<file path="config.mk">
export PLATFORM = sky130hd
export DESIGN_NAME = cpu_top
export DESIGN_NICKNAME = d
export VERILOG_FILES = /design/src/cpu_pkg.sv /design/src/pipe_if.sv /design/src/cpu_top.sv /design/src/decode_stage.sv /design/src/exe_stage.sv /design/src/fetch_stage.sv /design/src/wb_stage.sv
export VERILOG_INCLUDE_DIRS = /design/src
export SDC_FILE = /design/constraint.sdc
export NUM_CORES = 2
export LEC_CHECK = 0
export ABC_AREA = 0
export BUFFER_PORTS_ARGS = -buffer_cell sky130_fd_sc_hd__buf_2
export CORE_ASPECT_RATIO = 1.5
export CORE_MARGIN = 5
export CORE_UTILIZATION = 55
export CTS_CLUSTER_DIAMETER = 60
export DETAILED_ROUTE_END_ITERATION = 10
export HOLD_SLACK_MARGIN = 0.02
export PLACE_DENSITY = 0.71
export SYNTH_ARGS = -nofsm -noshare
export SYNTH_HDL_FRONTEND = slang
export SYNTH_SLANG_ARGS = --single-unit
</file>
<file path="constraint.sdc">
create_clock -name aclk -period 4.95 [get_ports aclk]
set_input_delay 0 -clock aclk [delete_from_list [all_inputs] [get_ports aclk]]
set_output_delay 0 -clock aclk [all_outputs]
set_load 0.02 [all_outputs]
</file>
<file path="src/cpu_defs.svh">
`ifndef CPU_DEFS_SVH
`define CPU_DEFS_SVH

`define CPU_XLEN      32
`define CPU_REG_AW    5
`define CPU_SHAMT_W   5
`define CPU_WEN_W     4
`define CPU_RESET_PC  32'hBFC0_0000

// instruction field positions
`define CPU_OP_HI     31
`define CPU_OP_LO     26
`define CPU_RS_HI     25
`define CPU_RS_LO     21
`define CPU_RT_HI     20
`define CPU_RT_LO     16
`define CPU_RD_HI     15
`define CPU_RD_LO     11
`define CPU_SA_HI     10
`define CPU_SA_LO     6
`define CPU_FN_HI     5
`define CPU_FN_LO     0
`define CPU_IMM_HI    15
`define CPU_IMM_LO    0

`endif

</file>
<file path="src/cpu_pkg.sv">
`include "cpu_defs.svh"

package cpu_pkg;

    typedef logic [`CPU_XLEN-1:0]   word_t;
    typedef logic [`CPU_REG_AW-1:0] reg_addr_t;

    // bit positions inside the one-hot alu_op vector
    localparam int ALU_ADD  = 0;
    localparam int ALU_SUB  = 1;
    localparam int ALU_AND  = 2;
    localparam int ALU_OR   = 3;
    localparam int ALU_XOR  = 4;
    localparam int ALU_NOR  = 5;
    localparam int ALU_SLT  = 6;
    localparam int ALU_SLTU = 7;
    localparam int ALU_SLL  = 8;
    localparam int ALU_SRL  = 9;
    // pass src2 through, used by lui
    localparam int ALU_PASS = 10;
    localparam int ALU_N    = 11;

    typedef logic [ALU_N-1:0] alu_op_t;

    typedef enum logic {
        F_IDLE,
        F_WAIT
    } fetch_state_t;

endpackage

</file>
<file path="src/pipe_if.sv">
// decode to execute
interface dec_exe_if import cpu_pkg::*; ();
    logic      valid;
    word_t     pc;
    alu_op_t   alu_op;
    word_t     src1;
    word_t     src2;
    reg_addr_t dest;
    logic      wen;

    modport master (output valid, pc, alu_op, src1, src2, dest, wen);
    modport slave  (input  valid, pc, alu_op, src1, src2, dest, wen);
endinterface

// execute to writeback, also watched by decode for forwarding
interface exe_wb_if import cpu_pkg::*; ();
    logic      valid;
    word_t     pc;
    reg_addr_t dest;
    logic      wen;
    word_t     result;

    modport master  (output valid, pc, dest, wen, result);
    modport slave   (input  valid, pc, dest, wen, result);
    modport monitor (input  valid, dest, wen, result);
endinterface

// register file write port from writeback
interface rf_wr_if import cpu_pkg::*; ();
    logic      valid;
    reg_addr_t dest;
    logic      wen;
    word_t     result;

    modport master (output valid, dest, wen, result);
    modport slave  (input  valid, dest, wen, result);
endinterface

</file>
<file path="src/cpu_top.sv">
`include "cpu_defs.svh"

module cpu_top import cpu_pkg::*; (
    input  logic                  aclk,
    input  logic                  arst_n,
    // instruction memory
    output logic                  inst_req,
    output word_t                 inst_addr,
    input  logic                  inst_rvalid,
    input  word_t                 inst_rdata,
    // trace
    output word_t                 debug_wb_pc,
    output logic [`CPU_WEN_W-1:0] debug_wb_rf_wen,
    output reg_addr_t             debug_wb_rf_wnum,
    output word_t                 debug_wb_rf_wdata
);

    logic  fd_valid;
    word_t fd_pc;
    word_t fd_inst;

    dec_exe_if dx_bus ();
    exe_wb_if  xw_bus ();
    rf_wr_if   rf_bus ();

    fetch_stage u_fetch (
        .aclk        (aclk),
        .arst_n      (arst_n),
        .inst_req    (inst_req),
        .inst_addr   (inst_addr),
        .inst_rvalid (inst_rvalid),
        .inst_rdata  (inst_rdata),
        .fd_valid    (fd_valid),
        .fd_pc       (fd_pc),
        .fd_inst     (fd_inst)
    );

    decode_stage u_decode (
        .aclk     (aclk),
        .arst_n   (arst_n),
        .fd_valid (fd_valid),
        .fd_pc    (fd_pc),
        .fd_inst  (fd_inst),
        .dx       (dx_bus),
        .ex       (xw_bus),
        .rf       (rf_bus)
    );

    exe_stage u_exe (
        .aclk   (aclk),
        .arst_n (arst_n),
        .dx     (dx_bus),
        .xw     (xw_bus)
    );

    wb_stage u_wb (
        .aclk              (aclk),
        .arst_n            (arst_n),
        .xw                (xw_bus),
        .rf                (rf_bus),
        .debug_wb_pc       (debug_wb_pc),
        .debug_wb_rf_wen   (debug_wb_rf_wen),
        .debug_wb_rf_wnum  (debug_wb_rf_wnum),
        .debug_wb_rf_wdata (debug_wb_rf_wdata)
    );

endmodule

</file>
<file path="src/decode_stage.sv">
`include "cpu_defs.svh"

module decode_stage import cpu_pkg::*; (
    input  logic      aclk,
    input  logic      arst_n,
    input  logic      fd_valid,
    input  word_t     fd_pc,
    input  word_t     fd_inst,
    dec_exe_if.master dx,
    exe_wb_if.monitor ex,
    rf_wr_if.slave    rf
);

    localparam logic [5:0] OP_SPECIAL = 6'h00;
    localparam logic [5:0] OP_ADDIU   = 6'h09;
    localparam logic [5:0] OP_ANDI    = 6'h0C;
    localparam logic [5:0] OP_ORI     = 6'h0D;
    localparam logic [5:0] OP_XORI    = 6'h0E;
    localparam logic [5:0] OP_LUI     = 6'h0F;

    localparam logic [5:0] FN_SLL  = 6'h00;
    localparam logic [5:0] FN_SRL  = 6'h02;
    localparam logic [5:0] FN_ADDU = 6'h21;
    localparam logic [5:0] FN_SUBU = 6'h23;
    localparam logic [5:0] FN_AND  = 6'h24;
    localparam logic [5:0] FN_OR   = 6'h25;
    localparam logic [5:0] FN_XOR  = 6'h26;
    localparam logic [5:0] FN_NOR  = 6'h27;
    localparam logic [5:0] FN_SLT  = 6'h2A;
    localparam logic [5:0] FN_SLTU = 6'h2B;

    // register 0 is not stored
    word_t rf_mem [1:31];

    logic [5:0]             opcode;
    logic [5:0]             funct;
    logic [`CPU_SHAMT_W-1:0] sa;
    logic [15:0]            imm;
    reg_addr_t              rs;
    reg_addr_t              rt;
    reg_addr_t              rd;
    reg_addr_t              rd_addr [2];
    word_t                  rd_data [2];
    alu_op_t                alu_op;
    word_t                  src1;
    word_t                  src2;
    reg_addr_t              dest;
    logic                   wen;

    assign opcode = fd_inst[`CPU_OP_HI:`CPU_OP_LO];
    assign funct  = fd_inst[`CPU_FN_HI:`CPU_FN_LO];
    assign rs     = fd_inst[`CPU_RS_HI:`CPU_RS_LO];
    assign rt     = fd_inst[`CPU_RT_HI:`CPU_RT_LO];
    assign rd     = fd_inst[`CPU_RD_HI:`CPU_RD_LO];
    assign sa     = fd_inst[`CPU_SA_HI:`CPU_SA_LO];
    assign imm    = fd_inst[`CPU_IMM_HI:`CPU_IMM_LO];

    assign rd_addr[0] = rs;
    assign rd_addr[1] = rt;

    // youngest producer wins: execute, then writeback, then the file
    always_comb begin
        for (int p = 0; p < 2; p++) begin
            if (rd_addr[p] == '0) begin
                rd_data[p] = '0;
            end else if (ex.valid && ex.wen && ex.dest == rd_addr[p]) begin
                rd_data[p] = ex.result;
            end else if (rf.valid && rf.wen && rf.dest == rd_addr[p]) begin
                rd_data[p] = rf.result;
            end else begin
                rd_data[p] = rf_mem[rd_addr[p]];
            end
        end
    end

    always_comb begin
        alu_op = '0;
        src1   = rd_data[0];
        src2   = rd_data[1];
        dest   = rd;
        wen    = 1'b0;
        case (opcode)
            OP_SPECIAL: begin
                wen = 1'b1;
                case (funct)
                    FN_ADDU: alu_op[ALU_ADD]  = 1'b1;
                    FN_SUBU: alu_op[ALU_SUB]  = 1'b1;
                    FN_AND:  alu_op[ALU_AND]  = 1'b1;
                    FN_OR:   alu_op[ALU_OR]   = 1'b1;
                    FN_XOR:  alu_op[ALU_XOR]  = 1'b1;
                    FN_NOR:  alu_op[ALU_NOR]  = 1'b1;
                    FN_SLT:  alu_op[ALU_SLT]  = 1'b1;
                    FN_SLTU: alu_op[ALU_SLTU] = 1'b1;
                    FN_SLL: begin
                        alu_op[ALU_SLL] = 1'b1;
                        src1            = word_t'(sa);
                    end
                    FN_SRL: begin
                        alu_op[ALU_SRL] = 1'b1;
                        src1            = word_t'(sa);
                    end
                    default: wen = 1'b0;
                endcase
            end
            OP_ADDIU: begin
                alu_op[ALU_ADD] = 1'b1;
                src2            = {{16{imm[15]}}, imm};
                dest            = rt;
                wen             = 1'b1;
            end
            OP_ANDI, OP_ORI, OP_XORI: begin
                alu_op[ALU_AND] = (opcode == OP_ANDI);
                alu_op[ALU_OR]  = (opcode == OP_ORI);
                alu_op[ALU_XOR] = (opcode == OP_XORI);
                src2            = {16'b0, imm};
                dest            = rt;
                wen             = 1'b1;
            end
            OP_LUI: begin
                alu_op[ALU_PASS] = 1'b1;
                src2             = {imm, 16'b0};
                dest             = rt;
                wen              = 1'b1;
            end
            default: ;
        endcase
    end

    always_ff @(posedge aclk) begin
        if (rf.valid && rf.wen && rf.dest != '0) begin
            rf_mem[rf.dest] <= rf.result;
        end
    end

    always_ff @(posedge aclk or negedge arst_n) begin
        if (!arst_n) begin
            dx.valid <= 1'b0;
        end else begin
            dx.valid <= fd_valid;
        end
    end

    always_ff @(posedge aclk) begin
        if (fd_valid) begin
            dx.pc     <= fd_pc;
            dx.alu_op <= alu_op;
            dx.src1   <= src1;
            dx.src2   <= src2;
            dx.dest   <= dest;
            dx.wen    <= wen;
        end
    end

endmodule

</file>
<file path="src/exe_stage.sv">
`include "cpu_defs.svh"

module exe_stage import cpu_pkg::*; (
    input  logic      aclk,
    input  logic      arst_n,
    dec_exe_if.slave  dx,
    exe_wb_if.master  xw
);

    word_t                   alu_res;
    logic [`CPU_SHAMT_W-1:0] shamt;
    logic                    lt_s;
    logic                    lt_u;

    assign shamt = dx.src1[`CPU_SHAMT_W-1:0];
    assign lt_s  = $signed(dx.src1) < $signed(dx.src2);
    assign lt_u  = dx.src1 < dx.src2;

    // and-or select over the one-hot op, unknown ops give zero
    always_comb begin
        alu_res = '0;
        if (dx.alu_op[ALU_ADD])  alu_res |= dx.src1 + dx.src2;
        if (dx.alu_op[ALU_SUB])  alu_res |= dx.src1 - dx.src2;
        if (dx.alu_op[ALU_AND])  alu_res |= dx.src1 & dx.src2;
        if (dx.alu_op[ALU_OR])   alu_res |= dx.src1 | dx.src2;
        if (dx.alu_op[ALU_XOR])  alu_res |= dx.src1 ^ dx.src2;
        if (dx.alu_op[ALU_NOR])  alu_res |= ~(dx.src1 | dx.src2);
        if (dx.alu_op[ALU_SLT])  alu_res |= word_t'(lt_s);
        if (dx.alu_op[ALU_SLTU]) alu_res |= word_t'(lt_u);
        if (dx.alu_op[ALU_SLL])  alu_res |= dx.src2 << shamt;
        if (dx.alu_op[ALU_SRL])  alu_res |= dx.src2 >> shamt;
        if (dx.alu_op[ALU_PASS]) alu_res |= dx.src2;
    end

    always_ff @(posedge aclk or negedge arst_n) begin
        if (!arst_n) begin
            xw.valid <= 1'b0;
        end else begin
            xw.valid <= dx.valid;
        end
    end

    always_ff @(posedge aclk) begin
        if (dx.valid) begin
            xw.pc     <= dx.pc;
            xw.dest   <= dx.dest;
            xw.wen    <= dx.wen;
            xw.result <= alu_res;
        end
    end

endmodule

</file>
<file path="src/fetch_stage.sv">
`include "cpu_defs.svh"

module fetch_stage import cpu_pkg::*; (
    input  logic  aclk,
    input  logic  arst_n,
    // instruction memory port
    output logic  inst_req,
    output word_t inst_addr,
    input  logic  inst_rvalid,
    input  word_t inst_rdata,
    // to decode
    output logic  fd_valid,
    output word_t fd_pc,
    output word_t fd_inst
);

    fetch_state_t state;
    word_t        pc;
    logic         running;
    logic         resp_take;

    // keeps the request low until the first clock after reset
    assign inst_req  = running && (state == F_IDLE);
    assign inst_addr = pc;

    assign resp_take = (state == F_WAIT) && inst_rvalid;

    always_ff @(posedge aclk or negedge arst_n) begin
        if (!arst_n) begin
            running <= 1'b0;
            state   <= F_IDLE;
            pc      <= `CPU_RESET_PC;
        end else begin
            running <= 1'b1;
            case (state)
                F_IDLE: begin
                    if (running) begin
                        state <= F_WAIT;
                    end
                end
                F_WAIT: begin
                    // one request outstanding, wait for its data
                    if (inst_rvalid) begin
                        state <= F_IDLE;
                        pc    <= pc + word_t'(4);
                    end
                end
                default: begin
                    state <= F_IDLE;
                end
            endcase
        end
    end

    always_ff @(posedge aclk or negedge arst_n) begin
        if (!arst_n) begin
            fd_valid <= 1'b0;
        end else begin
            fd_valid <= resp_take;
        end
    end

    // fetched instruction and the pc it came from
    always_ff @(posedge aclk) begin
        if (resp_take) begin
            fd_pc   <= pc;
            fd_inst <= inst_rdata;
        end
    end

endmodule

</file>
<file path="src/wb_stage.sv">
`include "cpu_defs.svh"

module wb_stage import cpu_pkg::*; (
    input  logic                  aclk,
    input  logic                  arst_n,
    exe_wb_if.slave               xw,
    rf_wr_if.master               rf,
    output word_t                 debug_wb_pc,
    output logic [`CPU_WEN_W-1:0] debug_wb_rf_wen,
    output reg_addr_t             debug_wb_rf_wnum,
    output word_t                 debug_wb_rf_wdata
);

    logic      wb_valid;
    word_t     wb_pc;
    reg_addr_t wb_dest;
    logic      wb_wen;
    word_t     wb_result;

    always_ff @(posedge aclk or negedge arst_n) begin
        if (!arst_n) begin
            wb_valid <= 1'b0;
        end else begin
            wb_valid <= xw.valid;
        end
    end

    always_ff @(posedge aclk) begin
        if (xw.valid) begin
            wb_pc     <= xw.pc;
            wb_dest   <= xw.dest;
            wb_wen    <= xw.wen;
            wb_result <= xw.result;
        end
    end

    assign rf.valid  = wb_valid;
    assign rf.dest   = wb_dest;
    assign rf.wen    = wb_wen;
    assign rf.result = wb_result;

    // writes to $0 stay off the trace
    assign debug_wb_pc       = wb_pc;
    assign debug_wb_rf_wen   = {`CPU_WEN_W{wb_valid && wb_wen && (wb_dest != '0)}};
    assign debug_wb_rf_wnum  = wb_dest;
    assign debug_wb_rf_wdata = wb_result;

endmodule
</file>
==> flow_summary.ini <==
[final_layout]
fin_cells = 6020
syn_to_final_growth_pct = 12.3
regArea_sq_um = 40200
multi_input_area_sq_um = 26000
drive_above_1_share_pct = 28.3
layout_commonest_cell = edfxtp_1
fin_nets = 4449
layout_common_cells = edfxtp_1, mux4_2, nor2_1
fillerInstances = 8680

[sta]
maxSlewHeadroom_pct = 8.57
timing.final.crit_share_pct = 92.1
setup-tns-final_ps = 0
finalSetupViolCount = 0
rsz0062_at_grt = no
worst_slack_ps = 392
clock_skew_ps = 25.2
max_freq_ghz = 0.219
worst_pin_slew_ps = 1350
min_period_ps = 4560
hold_violations = 0
slew_viol_final = 0

[die]
initial_core_util_pct = 55.4
die-width_um = 296
coreArea_sq_um = 122000
rows = 157
dieArea_sq_um = 130000
die_h_um = 440
io_pins = 141

[cts]
cts.path.max_buffers = 3
cts-htree-levels = 4
cts_root_buffer = clkbuf_16
path_clk_slew_ps = 70
cts_setup_buffers = 0
cts_made_buffers = 130
clock_latency_ps = 780
tritoncts = built
cts.sinks = 1347

[place]
routabilityCongestion = 1.05
port_buffers = 136
post-place-ws_ps = 634
hpwl_mm = 141
place_inst = 5701

[setup_path]
reg2reg_slack_ps = 390
path_max_fanout = 12
cp.required_ps = 5560
cp_cell_sequence = inv_1, ha_1, nor2b_1, a2111oi_1, nand2b_1, o311ai_1, o21ai_1, a2111oi_0, nor4_1, a22oi_1
critPathCaptureType = flop
max_stage_delay_ps = 1100
rr_startpoint = u_decode.dx.src2[21]$_DFFE_PP_
reg2reg_depth = 10
startpoint_type = flop
slowest_stage = o311ai_1
r2r_end = u_exe.xw.result[30]$_DFFE_PP_
cp.arrival_ps = 5170
criticalPathCategory = flop to flop

[synth]
synth_area_leaders = edfxtp_1, mux4_2, mux2i_1
avgSynthCellArea_sq_um = 16.5
synth_top_cell_area_share_pct = 57.8
synth-edff-count = 1301
ys_ff_latch = 1347
synthArstFlopShare_pct = 2.67
synthFlopType = edfxtp_1
synth_top_area_cell = edfxtp_1
syn_inst = 4111
syn_area_sq_um = 67600
yosysSeqAreaShare_pct = 59.4
synth_cell_types = 94
synth_warnings = 0

[power]
power.leakage_nw = 25.4
power_density_nw_per_um2 = 386
max-vdd-ir-drop_uv = 400

[grt]
grt_use_total_pct = 34.4
antenna_found_initial = 15
grt.overflow.total = 0
grt_max_degree = 89
grt_pass1_wl_mm = 317
first_global_vias = 43800

[routing]
drtPass1Iterations = 7
wl_mm = 222
drc = 0
vias = 43200
drtIter0Drc = 5931
wl_per_cell_um = 36.9
vias_per_cell = 7.18
ant_nets = 0

[min_path]
hp-start = inst_rdata[25]
min_delay_path_depth = 3
hp-class = primary input to flop

[status]
status = completed

[job]
drv_cap = 0
==> layout make-up <==
| class | count | share of cell area, % |
|---|---|---|
| inverter | 104 | 0.517 |
| timing repair buffer | 373 | 3.88 |
| sequential | 1347 | 52.9 |
| antenna | 11 | 0.0362 |
| clock inverter | 84 | 1.25 |
| clock buffer | 154 | 4.51 |
| tap | 1590 | 2.62 |
| multi-input combinational | 2357 | 34.3 |
==> Yosys cell counts (26+ instances only) <==
master    instances
a21oi_1         195
a221oi_1         31
a222oi_1         32
buf_1            36
buf_2            72
clkbuf_1        181
dfrtp_1          27
edfxtp_1       1301
ha_1             99
inv_1            95
mux2_2           26
mux2i_1         214
mux4_2          629
nand2_1         140
nand3_1          30
nor2_1          314
nor3_1           42
o211ai_1         39
o21ai_0         143
xnor2_1          37
==> where the power goes <==
part           switching (mW)  internal [mW]
clock network            4.48           5.86
logic                    3.20           2.26
registers               0.650           12.9
total                    8.33           21.0
==> sequential cells by signal (all words and copies together), names as in the netlist, 11 cells and up, named ones only <==
name,cells
u_decode.dx.alu_op,11
u_decode.dx.pc,30
u_decode.dx.src1,32
u_decode.dx.src2,32
u_decode.rf_mem,992
u_exe.xw.pc,30
u_exe.xw.result,32
u_fetch.fd_inst,32
u_fetch.fd_pc,30
u_fetch.inst_addr,30
u_wb.debug_wb_pc,30
u_wb.debug_wb_rf_wdata,32
==> how the worst max path moves through the flow <==
stage                                   startpoint                       endpoint  slack, ps  cells past startpoint
detailed placement  u_decode.dx.src2[21]$_DFFE_PP_  u_exe.xw.result[30]$_DFFE_PP_        630                     10
CTS                 u_decode.dx.src2[21]$_DFFE_PP_  u_exe.xw.result[30]$_DFFE_PP_        620                     10
floorplan            u_decode.dx.src1[1]$_DFFE_PP_  u_exe.xw.result[17]$_DFFE_PP_       1050                     15
global route        u_decode.dx.src2[21]$_DFFE_PP_  u_exe.xw.result[30]$_DFFE_PP_        100                     10
finish              u_decode.dx.src2[21]$_DFFE_PP_  u_exe.xw.result[30]$_DFFE_PP_        390                     10
global placement    u_decode.dx.src2[21]$_DFFE_PP_  u_exe.xw.result[30]$_DFFE_PP_        710                     10
==> stage by stage <==
step | hold WS, ps | util (%) | area (sq um) | power, mW
floorplan | -296 | - | 67700 | 17.0
global placement | 129 | 58.0 | 70900 | 19.0
detailed placement | 139 | 58.0 | 70900 | 19.0
CTS | 46.6 | 62.2 | 76000 | 29.3
global route | 116 | 62.2 | 76000 | 30.2
finish | 116 | 62.2 | 76000 | 29.4
==> critical path: cells and delay by family (launching register included) <==
family / cells / cell delay, ps
buf+inv: 1 / 130
fa+ha+maj: 1 / 490
simple gates: 3 / 330
compound gates: 5 / 2760
flops: 1 / 680
==> metal layers <==
layer,global-route usage [%],wire (um)
met1,41.2,72500
met2,54.5,107000
met3,8.47,22400
met4,24.5,20300
met5,0,45
==> cells by family (layout without fill, tap and decap cells) <==
group,after synthesis,count (layout),synth area share (%)
xor gates and xnor gates,57,57,0.738
muxes,869,869,24.5
and+or+nand+nor,671,671,4.48
AOI/OAI and AO/OA,654,654,6.43
buffers and inverters,410,715,2.51
other,2,16,0.0111
DFF,1347,1347,59.4
adders and majority gates,101,101,1.89
==> timing repair <==
item	in CTS	in global routing
gates resized for setup	0	0
hold buffers	70	0
hold endpoints to repair	83	0
No activity file was read; power rests on OpenSTA's default activity.
